## src/verilog/rename_pkg.sv

```systemverilog
package rename_pkg;

    // Architectural register file of a 32-entry RISC-style ISA.
    localparam int NUM_ARCH_REGS = 32;
    localparam int ARCH_IDX_W = $clog2(NUM_ARCH_REGS);

    localparam int NUM_RRF_DEFAULT = 16; // Tags are 4 bits, the free count 5 bits.
    localparam int DATA_W_DEFAULT = 32;

    // Commit retires at most two entries per cycle.
    localparam int COM_NUM_W = 2;

    // Reservation station that an instruction is dispatched to.
    typedef enum logic [2:0] {
        RS_NONE   = 3'd0,
        RS_ALU    = 3'd1,
        RS_BRANCH = 3'd2,
        RS_MUL    = 3'd3,
        RS_LDST   = 3'd4
    } rs_class_e;

endpackage
```

## src/verilog/rename_unit.sv

```systemverilog
`timescale 1ns/1ns

module rename_unit #(
    parameter int NUM_RRF = rename_pkg::NUM_RRF_DEFAULT,
    parameter int DATA_W = rename_pkg::DATA_W_DEFAULT,
    localparam int TAG_W = $clog2(NUM_RRF),
    localparam int CNT_W = $clog2(NUM_RRF) + 1
) (
    input  logic                              clk_i,
    input  logic                              reset_i,

    input  logic [rename_pkg::ARCH_IDX_W-1:0] rs1_i,
    input  logic [rename_pkg::ARCH_IDX_W-1:0] rs2_i,
    input  logic [rename_pkg::ARCH_IDX_W-1:0] dst_num_i,
    input  logic                              dst_en_i,
    input  logic                              stall_i,
    input  rename_pkg::rs_class_e             inst1_class_i,
    input  rename_pkg::rs_class_e             inst2_class_i,

    input  logic                              wb1_we_i,
    input  logic [TAG_W-1:0]                  wb1_tag_i,
    input  logic [DATA_W-1:0]                 wb1_data_i,
    input  logic                              wb2_we_i,
    input  logic [TAG_W-1:0]                  wb2_tag_i,
    input  logic [DATA_W-1:0]                 wb2_data_i,

    input  logic [rename_pkg::COM_NUM_W-1:0]  com_num_i,
    input  logic                              com_we_i,
    input  logic [rename_pkg::ARCH_IDX_W-1:0] com_dst_i,
    input  logic [TAG_W-1:0]                  com_tag_i,

    output logic [DATA_W-1:0]                 src1_o,
    output logic                              rdy1_o,
    output logic [DATA_W-1:0]                 src2_o,
    output logic                              rdy2_o,
    output logic [TAG_W-1:0]                  dst_tag_o,
    output logic                              dst_en_o,
    output logic                              rrf_allocatable_o,
    output logic [CNT_W-1:0]                  freenum_o,
    output logic [TAG_W-1:0]                  rrfptr_o,

    output logic                              req1_alu_o,
    output logic                              req2_alu_o,
    output logic [1:0]                        req_alu_num_o,
    output logic                              req1_branch_o,
    output logic                              req2_branch_o,
    output logic [1:0]                        req_branch_num_o,
    output logic                              req1_mul_o,
    output logic                              req2_mul_o,
    output logic [1:0]                        req_mul_num_o,
    output logic                              req1_ldst_o,
    output logic                              req2_ldst_o,
    output logic [1:0]                        req_ldst_num_o
);

    logic              alloc_fire;
    logic [TAG_W-1:0]  alloc_tag;

    logic [DATA_W-1:0] arf_rs1_data;
    logic              arf_rs1_busy;
    logic [TAG_W-1:0]  arf_rs1_tag;
    logic [DATA_W-1:0] arf_rs2_data;
    logic              arf_rs2_busy;
    logic [TAG_W-1:0]  arf_rs2_tag;

    logic [DATA_W-1:0] rrf_rs1_data;
    logic              rrf_rs1_valid;
    logic [DATA_W-1:0] rrf_rs2_data;
    logic              rrf_rs2_valid;
    logic [DATA_W-1:0] com_data;

    rrf_allocator #(
        .NUM_RRF(NUM_RRF)
    ) i_rrf_allocator (
        .clk_i            (clk_i),
        .reset_i          (reset_i),
        .req_i            (dst_en_i),
        .stall_i          (stall_i),
        .com_num_i        (com_num_i),
        .alloc_fire_o     (alloc_fire),
        .alloc_tag_o      (alloc_tag),
        .rrfptr_o         (rrfptr_o),
        .freenum_o        (freenum_o),
        .rrf_allocatable_o(rrf_allocatable_o),
        .dst_tag_o        (dst_tag_o),
        .dst_en_o         (dst_en_o)
    );

    arch_reg_file #(
        .NUM_RRF(NUM_RRF),
        .DATA_W (DATA_W)
    ) i_arch_reg_file (
        .clk_i     (clk_i),
        .reset_i   (reset_i),
        .rs1_i     (rs1_i),
        .rs2_i     (rs2_i),
        .rs1_data_o(arf_rs1_data),
        .rs1_busy_o(arf_rs1_busy),
        .rs1_tag_o (arf_rs1_tag),
        .rs2_data_o(arf_rs2_data),
        .rs2_busy_o(arf_rs2_busy),
        .rs2_tag_o (arf_rs2_tag),
        .set_busy_i(alloc_fire),
        .set_num_i (dst_num_i),
        .set_tag_i (alloc_tag),
        .com_we_i  (com_we_i),
        .com_dst_i (com_dst_i),
        .com_tag_i (com_tag_i),
        .com_data_i(com_data)
    );

    // Source lookups index the rename file with the tags held in the register file.
    rename_reg_file #(
        .NUM_RRF(NUM_RRF),
        .DATA_W (DATA_W)
    ) i_rename_reg_file (
        .clk_i      (clk_i),
        .reset_i    (reset_i),
        .rs1_tag_i  (arf_rs1_tag),
        .rs2_tag_i  (arf_rs2_tag),
        .rs1_data_o (rrf_rs1_data),
        .rs1_valid_o(rrf_rs1_valid),
        .rs2_data_o (rrf_rs2_data),
        .rs2_valid_o(rrf_rs2_valid),
        .alloc_i    (alloc_fire),
        .alloc_tag_i(alloc_tag),
        .wb1_we_i   (wb1_we_i),
        .wb1_tag_i  (wb1_tag_i),
        .wb1_data_i (wb1_data_i),
        .wb2_we_i   (wb2_we_i),
        .wb2_tag_i  (wb2_tag_i),
        .wb2_data_i (wb2_data_i),
        .com_tag_i  (com_tag_i),
        .com_data_o (com_data)
    );

    src_operand_stage #(
        .NUM_RRF(NUM_RRF),
        .DATA_W (DATA_W)
    ) i_src_operand_stage (
        .clk_i           (clk_i),
        .reset_i         (reset_i),
        .src1_arf_busy_i (arf_rs1_busy),
        .src1_arf_data_i (arf_rs1_data),
        .src1_arf_tag_i  (arf_rs1_tag),
        .src1_rrf_valid_i(rrf_rs1_valid),
        .src1_rrf_data_i (rrf_rs1_data),
        .src2_arf_busy_i (arf_rs2_busy),
        .src2_arf_data_i (arf_rs2_data),
        .src2_arf_tag_i  (arf_rs2_tag),
        .src2_rrf_valid_i(rrf_rs2_valid),
        .src2_rrf_data_i (rrf_rs2_data),
        .src1_o          (src1_o),
        .rdy1_o          (rdy1_o),
        .src2_o          (src2_o),
        .rdy2_o          (rdy2_o)
    );

    rs_request_gen i_rs_request_gen (
        .clk_i           (clk_i),
        .reset_i         (reset_i),
        .inst1_class_i   (inst1_class_i),
        .inst2_class_i   (inst2_class_i),
        .req1_alu_o      (req1_alu_o),
        .req2_alu_o      (req2_alu_o),
        .req_alu_num_o   (req_alu_num_o),
        .req1_branch_o   (req1_branch_o),
        .req2_branch_o   (req2_branch_o),
        .req_branch_num_o(req_branch_num_o),
        .req1_mul_o      (req1_mul_o),
        .req2_mul_o      (req2_mul_o),
        .req_mul_num_o   (req_mul_num_o),
        .req1_ldst_o     (req1_ldst_o),
        .req2_ldst_o     (req2_ldst_o),
        .req_ldst_num_o  (req_ldst_num_o)
    );

endmodule

```

## src/verilog/rs_request_gen.sv

```systemverilog
`timescale 1ns/1ns

module rs_request_gen (
    input  logic                  clk_i,
    input  logic                  reset_i,
    input  rename_pkg::rs_class_e inst1_class_i,
    input  rename_pkg::rs_class_e inst2_class_i,

    output logic                  req1_alu_o,
    output logic                  req2_alu_o,
    output logic [1:0]            req_alu_num_o,
    output logic                  req1_branch_o,
    output logic                  req2_branch_o,
    output logic [1:0]            req_branch_num_o,
    output logic                  req1_mul_o,
    output logic                  req2_mul_o,
    output logic [1:0]            req_mul_num_o,
    output logic                  req1_ldst_o,
    output logic                  req2_ldst_o,
    output logic [1:0]            req_ldst_num_o
);
    import rename_pkg::*;

    // Bit i of the request vectors stands for this class.
    localparam rs_class_e CLASS_OF [4] = '{RS_ALU, RS_BRANCH, RS_MUL, RS_LDST};

    logic [3:0] req1_q;
    logic [3:0] req2_q;

    always_ff @(posedge clk_i) begin
        if (reset_i) begin
            req1_q <= '0;
            req2_q <= '0;
        end else begin
            for (int i = 0; i < 4; i++) begin
                req1_q[i] <= (inst1_class_i == CLASS_OF[i]);
                req2_q[i] <= (inst2_class_i == CLASS_OF[i]);
            end
        end
    end

    assign req1_alu_o = req1_q[0];
    assign req2_alu_o = req2_q[0];
    assign req_alu_num_o = {1'b0, req1_q[0]} + {1'b0, req2_q[0]};

    assign req1_branch_o = req1_q[1];
    assign req2_branch_o = req2_q[1];
    assign req_branch_num_o = {1'b0, req1_q[1]} + {1'b0, req2_q[1]};

    assign req1_mul_o = req1_q[2];
    assign req2_mul_o = req2_q[2];
    assign req_mul_num_o = {1'b0, req1_q[2]} + {1'b0, req2_q[2]};

    assign req1_ldst_o = req1_q[3];
    assign req2_ldst_o = req2_q[3];
    assign req_ldst_num_o = {1'b0, req1_q[3]} + {1'b0, req2_q[3]};

endmodule

```

## src/verilog/src_operand_stage.sv

```systemverilog
`timescale 1ns/1ns

module src_operand_stage #(
    parameter int NUM_RRF = rename_pkg::NUM_RRF_DEFAULT,
    parameter int DATA_W = rename_pkg::DATA_W_DEFAULT,
    localparam int TAG_W = $clog2(NUM_RRF)
) (
    input  logic              clk_i,
    input  logic              reset_i,

    input  logic              src1_arf_busy_i,
    input  logic [DATA_W-1:0] src1_arf_data_i,
    input  logic [TAG_W-1:0]  src1_arf_tag_i,
    input  logic              src1_rrf_valid_i,
    input  logic [DATA_W-1:0] src1_rrf_data_i,

    input  logic              src2_arf_busy_i,
    input  logic [DATA_W-1:0] src2_arf_data_i,
    input  logic [TAG_W-1:0]  src2_arf_tag_i,
    input  logic              src2_rrf_valid_i,
    input  logic [DATA_W-1:0] src2_rrf_data_i,

    output logic [DATA_W-1:0] src1_o,
    output logic              rdy1_o,
    output logic [DATA_W-1:0] src2_o,
    output logic              rdy2_o
);

    // Result is {ready, operand}; a waiting operand carries its tag instead.
    function automatic logic [DATA_W:0] pick_operand(
        input logic              arf_busy,
        input logic [DATA_W-1:0] arf_data,
        input logic [TAG_W-1:0]  arf_tag,
        input logic              rrf_valid,
        input logic [DATA_W-1:0] rrf_data
    );
        if (!arf_busy) begin
            return {1'b1, arf_data};
        end else if (rrf_valid) begin
            return {1'b1, rrf_data};
        end
        return {1'b0, DATA_W'(arf_tag)};
    endfunction

    logic [DATA_W:0] op1;
    logic [DATA_W:0] op2;

    assign op1 = pick_operand(src1_arf_busy_i, src1_arf_data_i, src1_arf_tag_i,
                              src1_rrf_valid_i, src1_rrf_data_i);
    assign op2 = pick_operand(src2_arf_busy_i, src2_arf_data_i, src2_arf_tag_i,
                              src2_rrf_valid_i, src2_rrf_data_i);

    always_ff @(posedge clk_i) begin
        if (reset_i) begin
            rdy1_o <= 1'b0;
            rdy2_o <= 1'b0;
        end else begin
            rdy1_o <= op1[DATA_W];
            rdy2_o <= op2[DATA_W];
        end
    end

    always_ff @(posedge clk_i) begin
        src1_o <= op1[DATA_W-1:0];
        src2_o <= op2[DATA_W-1:0];
    end

endmodule

```

## src/verilog/rrf_allocator.sv

```systemverilog
`timescale 1ns/1ns

module rrf_allocator #(
    parameter int NUM_RRF = rename_pkg::NUM_RRF_DEFAULT,
    localparam int TAG_W = $clog2(NUM_RRF),
    localparam int CNT_W = $clog2(NUM_RRF) + 1
) (
    input  logic                             clk_i,
    input  logic                             reset_i,
    input  logic                             req_i,
    input  logic                             stall_i,
    input  logic [rename_pkg::COM_NUM_W-1:0] com_num_i,

    output logic                             alloc_fire_o,
    output logic [TAG_W-1:0]                 alloc_tag_o,
    output logic [TAG_W-1:0]                 rrfptr_o,
    output logic [CNT_W-1:0]                 freenum_o,
    output logic                             rrf_allocatable_o,
    output logic [TAG_W-1:0]                 dst_tag_o,
    output logic                             dst_en_o
);

    logic [TAG_W-1:0] ptr_q;
    logic [TAG_W-1:0] ptr_next;
    logic [CNT_W-1:0] freenum_q;
    logic [TAG_W-1:0] dst_tag_q;
    logic             dst_en_q;
    logic             allocatable;
    logic             fire;

    assign allocatable = (freenum_q != '0);
    assign fire = req_i && !stall_i && allocatable;

    // Wrap explicitly so sizes that are not a power of two still work.
    assign ptr_next = (ptr_q == TAG_W'(NUM_RRF - 1)) ? '0 : ptr_q + 1'b1;

    always_ff @(posedge clk_i) begin
        if (reset_i) begin
            ptr_q <= '0;
            freenum_q <= CNT_W'(NUM_RRF);
            dst_en_q <= 1'b0;
        end else begin
            if (fire) begin
                ptr_q <= ptr_next;
            end
            freenum_q <= freenum_q + CNT_W'(com_num_i) - CNT_W'(fire);
            dst_en_q <= fire;
        end
    end

    always_ff @(posedge clk_i) begin
        dst_tag_q <= ptr_q; // Only meaningful while dst_en_o is high.
    end

    assign alloc_fire_o = fire;
    assign alloc_tag_o = ptr_q;
    assign rrfptr_o = ptr_q;
    assign freenum_o = freenum_q;
    assign rrf_allocatable_o = allocatable;
    assign dst_tag_o = dst_tag_q;
    assign dst_en_o = dst_en_q;

endmodule

```

## src/verilog/rename_reg_file.sv

```systemverilog
`timescale 1ns/1ns

module rename_reg_file #(
    parameter int NUM_RRF = rename_pkg::NUM_RRF_DEFAULT,
    parameter int DATA_W = rename_pkg::DATA_W_DEFAULT,
    localparam int TAG_W = $clog2(NUM_RRF)
) (
    input  logic              clk_i,
    input  logic              reset_i,

    input  logic [TAG_W-1:0]  rs1_tag_i,
    input  logic [TAG_W-1:0]  rs2_tag_i,
    output logic [DATA_W-1:0] rs1_data_o,
    output logic              rs1_valid_o,
    output logic [DATA_W-1:0] rs2_data_o,
    output logic              rs2_valid_o,

    input  logic              alloc_i,
    input  logic [TAG_W-1:0]  alloc_tag_i,

    input  logic              wb1_we_i,
    input  logic [TAG_W-1:0]  wb1_tag_i,
    input  logic [DATA_W-1:0] wb1_data_i,
    input  logic              wb2_we_i,
    input  logic [TAG_W-1:0]  wb2_tag_i,
    input  logic [DATA_W-1:0] wb2_data_i,

    input  logic [TAG_W-1:0]  com_tag_i,
    output logic [DATA_W-1:0] com_data_o
);

    logic [DATA_W-1:0]  data_q [NUM_RRF];
    logic [NUM_RRF-1:0] valid_q;

    always_ff @(posedge clk_i) begin
        if (reset_i) begin
            valid_q <= '0;
        end else begin
            if (wb2_we_i) begin
                valid_q[wb2_tag_i] <= 1'b1;
            end
            if (wb1_we_i) begin
                valid_q[wb1_tag_i] <= 1'b1;
            end
            // A fresh allocation always starts out waiting for its result.
            if (alloc_i) begin
                valid_q[alloc_tag_i] <= 1'b0;
            end
        end
    end

    // Port 1 is written last so it wins a tag collision.
    always_ff @(posedge clk_i) begin
        if (wb2_we_i) begin
            data_q[wb2_tag_i] <= wb2_data_i;
        end
        if (wb1_we_i) begin
            data_q[wb1_tag_i] <= wb1_data_i;
        end
    end

    assign rs1_data_o = data_q[rs1_tag_i];
    assign rs1_valid_o = valid_q[rs1_tag_i];
    assign rs2_data_o = data_q[rs2_tag_i];
    assign rs2_valid_o = valid_q[rs2_tag_i];

    assign com_data_o = data_q[com_tag_i];

endmodule

```

## src/verilog/arch_reg_file.sv

```systemverilog
`timescale 1ns/1ns

module arch_reg_file #(
    parameter int NUM_RRF = rename_pkg::NUM_RRF_DEFAULT,
    parameter int DATA_W = rename_pkg::DATA_W_DEFAULT,
    localparam int TAG_W = $clog2(NUM_RRF)
) (
    input  logic                              clk_i,
    input  logic                              reset_i,

    input  logic [rename_pkg::ARCH_IDX_W-1:0] rs1_i,
    input  logic [rename_pkg::ARCH_IDX_W-1:0] rs2_i,
    output logic [DATA_W-1:0]                 rs1_data_o,
    output logic                              rs1_busy_o,
    output logic [TAG_W-1:0]                  rs1_tag_o,
    output logic [DATA_W-1:0]                 rs2_data_o,
    output logic                              rs2_busy_o,
    output logic [TAG_W-1:0]                  rs2_tag_o,

    input  logic                              set_busy_i,
    input  logic [rename_pkg::ARCH_IDX_W-1:0] set_num_i,
    input  logic [TAG_W-1:0]                  set_tag_i,

    input  logic                              com_we_i,
    input  logic [rename_pkg::ARCH_IDX_W-1:0] com_dst_i,
    input  logic [TAG_W-1:0]                  com_tag_i,
    input  logic [DATA_W-1:0]                 com_data_i
);
    import rename_pkg::*;

    logic [DATA_W-1:0]        data_q [NUM_ARCH_REGS];
    logic [TAG_W-1:0]         tag_q [NUM_ARCH_REGS];
    logic [NUM_ARCH_REGS-1:0] busy_q;

    logic set_en;
    logic com_tag_match;

    assign set_en = set_busy_i && (set_num_i != '0); // Register 0 is never renamed.

    // Only the youngest producer may release the register.
    assign com_tag_match = (tag_q[com_dst_i] == com_tag_i);

    always_ff @(posedge clk_i) begin
        if (reset_i) begin
            busy_q <= '0;
        end else begin
            if (com_we_i && com_tag_match) begin
                busy_q[com_dst_i] <= 1'b0;
            end
            // A rename in the same cycle overrides the release.
            if (set_en) begin
                busy_q[set_num_i] <= 1'b1;
            end
        end
    end

    always_ff @(posedge clk_i) begin
        if (com_we_i && (com_dst_i != '0)) begin
            data_q[com_dst_i] <= com_data_i;
        end
        if (set_en) begin
            tag_q[set_num_i] <= set_tag_i;
        end
    end

    assign rs1_data_o = (rs1_i == '0) ? '0 : data_q[rs1_i];
    assign rs1_busy_o = (rs1_i == '0) ? 1'b0 : busy_q[rs1_i];
    assign rs1_tag_o = tag_q[rs1_i];

    assign rs2_data_o = (rs2_i == '0) ? '0 : data_q[rs2_i];
    assign rs2_busy_o = (rs2_i == '0) ? 1'b0 : busy_q[rs2_i];
    assign rs2_tag_o = tag_q[rs2_i];

endmodule

```

## config.mk

```make
export PLATFORM = sky130hd
export DESIGN_NAME = rename_unit
export DESIGN_NICKNAME = d
export VERILOG_FILES = /design/src/verilog/rename_pkg.sv /design/src/verilog/rename_unit.sv /design/src/verilog/rs_request_gen.sv /design/src/verilog/src_operand_stage.sv /design/src/verilog/rrf_allocator.sv /design/src/verilog/rename_reg_file.sv /design/src/verilog/arch_reg_file.sv
export SDC_FILE = /design/constraint.sdc
export NUM_CORES = 2
export LEC_CHECK = 0
export ABC_AREA = 1
export BUFFER_PORTS_ARGS = -buffer_cell sky130_fd_sc_hd__buf_2
export CELL_PAD_IN_SITES_DETAIL_PLACEMENT = 2
export CELL_PAD_IN_SITES_GLOBAL_PLACEMENT = 2
export CORE_MARGIN = 8
export CORE_UTILIZATION = 40
export DETAILED_ROUTE_END_ITERATION = 10
export PLACE_DENSITY_LB_ADDON = 0.1
export SLEW_MARGIN = 10
export SYNTH_ARGS = -nofsm -noshare
export SYNTH_HDL_FRONTEND = slang
export SYNTH_SLANG_ARGS = --single-unit
```

## constraint.sdc

```tcl
create_clock -name clk_i -period 5.4 [get_ports clk_i]
set_input_delay 1.08 -clock clk_i [delete_from_list [all_inputs] [get_ports clk_i]]
set_output_delay 1.08 -clock clk_i [all_outputs]
set_load 0.01 [all_outputs]
```

==> metrics.yaml <==
final_layout:
  finish.net_count: 11500
  final_common_cell: "o21ai_0"
  mostFrequentLayoutCells: "o21ai_0, nand2_1, edfxtp_1"
  design_area_mm2: 0.111
  syn_to_final_growth_pct: 11.5
  drive_above_1_share_pct: 8.06
yosys:
  synth-main-ff-cell: "edfxtp_1"
  synth_top_area_share_pct: 50.3
  synth.avg_cell_area_um2: 8.50
  ys_types: 39
  syn_inst: 11700
  async_flop_share_pct: 0
  yosys_register_bits: 1800
  synth_top_area_cell: "edfxtp_1"
  synth_edf_count: 1664
  synthesis.area_mm2: 0.0993
  yosys_warnings: 0
  synth-seq-area-share_pct: 53.0
  synthTopCellsByArea: "edfxtp_1, o21ai_0, nand3_1"
detailed_routing:
  drc: 0
  vias_per_cell: 6.64
  ant_nets: 0
  vias: 98900
  firstDrtPassIters: 6
  drtIter0Drc: 10100
  wl_per_cell_um: 34.6
  met3_length_mm: 44.3
  wl_mm: 516
  wl_met2_mm: 240
  wl_met1_mm: 197
  top_layer: "met5"
worst_hold_path:
  min_path_cells: 2
  holdCritPathClass: "in2reg"
  min_to: "i_rs_request_gen.req2_q[0]$_SDFF_PP0_"
  min_from: "inst2_class_i[2]"
sta:
  finalCritPeriodShare_pct: 79.1
  max_freq_mhz: 234
  min_period_ns: 4.27
  drv_slew: 0
  tns_ns: 0
  rsz0062_at_grt: "no"
  slew_headroom_pct: 16.7
  finalSetupViolCount: 0
  hold_violations: 0
  tightest_slew_ns: 1.25
  skew_ns: 0.0332
worst_setup_path:
  rrSetupSlack_ns: 1.59
  crit_type: "in2reg"
  r2r-end: "i_src_operand_stage.src1_o[16]$_SDFF_PP0_"
  path_max_fanout: 50
  reg2reg_from: "i_arch_reg_file.tag_q[23][0]$_DFFE_PP_"
  cp_cell_sequence: "buf_8, inv_8, buf_4, o21ai_0, o221ai_1, nand3_1, nand3_1, o211ai_4, inv_2, buf_4, nand2_1, nor2_1, nor2_1"
  slowest_stage: "buf_4"
  rr_worst_depth: 15
  critPathMaxStageDelay_ns: 0.74
  critPathRequiredTime_ns: 6.13
  cp-end-kind: "register"
  critPathLaunchType: "primary input"
  arrival_ns: 5.00
power_and_ir_drop:
  p_per_area_mw_per_mm2: 337
  leakagePower_nw: 39.3
  ir_drop_mv: 0.259
global_routing:
  grt_pass1_vias: 106000
  grt_start_max_net_pins: 190
  antenna_found_initial: 24
  grt.overflow.total: 0
  grt.total_usage_pct: 37.5
  grt_first_pass_wirelength_mm: 740
placed_design:
  placedInstanceArea_mm2: 0.104
  gp_congestion: 0.859
  portBuffers: 207
  dp_hpwl_mm: 296
cts:
  cts_resized: 0
  clk_pin_slew_worst_paths_ns: 0.06
  cts_sinks: 1800
  cts_buffer_depth: 3
  h-tree-depth: 4
  holdBufCountCts: 0
  cts_tree: "done"
  numCtsBuffers: 207
  postCtsSetupRepairBufs: 0
  clk_root_buffer_cell: "clkbuf_16"
  clock_latency_ns: 0.89
die:
  die_w_um: 514
  start_util_pct: 40.1
  die_area_mm2: 0.265
  ioPinCount: 208
  die_h_um: 514
  coreArea_mm2: 0.248
  rows: 183
job:
  cap_violations: 0
outcome:
  outcome: "finished clean"
==> cells by family (layout without fill, tap and decap cells) <==
family                     count (synthesis)  in the layout  share of synthesized area, %
AOI/OAI and AO/OA                       3350           3350                          19.3
xor gates and xnor gates                   2              2                        0.0176
adders and majority gates                 16             16                         0.209
buffers and inverters                   1794           1616                          7.43
DFF                                     1800           1800                          53.0
other                                      1             44                       0.00377
and+or+nand+nor                         4724           4724                          20.0
==> metrics by stage <==
| stage | power, W | hold WS (ns) | worst slack [ns] | util (%) | instances |
|---|---|---|---|---|---|
| after floorplan | 0.0198 | 0.442 | 0.758 | - | 11700 |
| final | 0.0373 | 0.393 | 1.13 | 44.7 | 14900 |
| after CTS | 0.0372 | 0.335 | 1.32 | 44.7 | 14900 |
| after global routing | 0.0382 | 0.377 | 1.12 | 44.7 | 14900 |
| after global placement | 0.0226 | 0.419 | 0.412 | 41.9 | 14500 |
| after detailed placement | 0.0228 | 0.438 | 0.390 | 41.9 | 14500 |
==> worst max path at each step <==
stage | start | end | slack [ns] | depth (start not counted)
after floorplan | com_dst_i[2] | i_arch_reg_file.data_q[10][0]$_DFFE_PP_ | 0.76 | 8
after global placement | rs1_i[1] | i_src_operand_stage.src1_o[17]$_SDFF_PP0_ | 0.41 | 13
after detailed placement | rs1_i[1] | i_src_operand_stage.src1_o[17]$_SDFF_PP0_ | 0.39 | 13
after CTS | rs1_i[1] | i_src_operand_stage.src1_o[27]$_SDFF_PP0_ | 1.32 | 13
after global routing | rs1_i[1] | i_src_operand_stage.src1_o[17]$_SDFF_PP0_ | 1.12 | 13
final | rs1_i[1] | i_src_operand_stage.src1_o[17]$_SDFF_PP0_ | 1.13 | 13
==> worst max-delay path: cells and delay by family <==
kind                   cells  cell delay [ns]
AND/OR/NAND/NOR            5             1.32
AO/OA/AOI/OAI              3             0.50
buffers and inverters      5             1.93
==> cell usage after synthesis, types with 26 or more instances <==
master       n
o21ai_0   2024
buf_4       67
nor2_1    1417
o22ai_1    147
nand2_1   1686
nor3_1      44
inv_1      684
o21ai_1     58
clkbuf_1   704
o221ai_1   368
dfxtp_1    136
buf_1       60
nand3b_1    26
o211ai_1   206
nand4_1     35
buf_2      245
nand3_1   1502
edfxtp_1  1664
a21oi_1    471
==> layout make-up <==
class | count | area (µm²)
tap | 3330 | 4170
fill | 27000 | 137000
antenna | 8 | 20.0
sequential | 1800 | 52700
timing repair buffer | 519 | 4340
clock inverter | 117 | 1140
clock buffer | 273 | 5660
multi-input combinational | 8128 | 40000
inverter | 707 | 2740
==> layer usage <==
layer / track usage (%) / up-vias
li1: - / 40800
met1: 46.2 / 51300
met2: 62.3 / 5098
met3: 6.52 / 1672
met4: 21.3 / 16
met5: 0 / -
==> power breakdown <==
| group | switching, W | leakage (nW) | internal (W) | total (W) |
|---|---|---|---|---|
| logic | 0.00498 | 19.7 | 0.00159 | 0.00657 |
| clock network | 0.00624 | 3.33 | 0.00830 | 0.0145 |
| registers | 0.000359 | 16.3 | 0.0158 | 0.0162 |
| total | 0.0116 | 39.3 | 0.0257 | 0.0373 |
==> sequential cells by signal (all words and copies together), names as in the netlist <==
register and cells:
i_arch_reg_file.data_q 1024, i_rs_request_gen.req1_q 4, i_rrf_allocator.dst_en_o 1, i_rename_reg_file.data_q 512, i_arch_reg_file.busy_q 32, i_rename_reg_file.valid_q 16
i_rs_request_gen.req2_q 4, i_src_operand_stage.src2_o 32, i_rrf_allocator.alloc_tag_o 4, i_rrf_allocator.freenum_o 5, i_src_operand_stage.rdy2_o 1, i_arch_reg_file.tag_q 128
i_src_operand_stage.rdy1_o 1, i_src_operand_stage.src1_o 32, i_rrf_allocator.dst_tag_o 4
(Power assumes the default switching activity.)
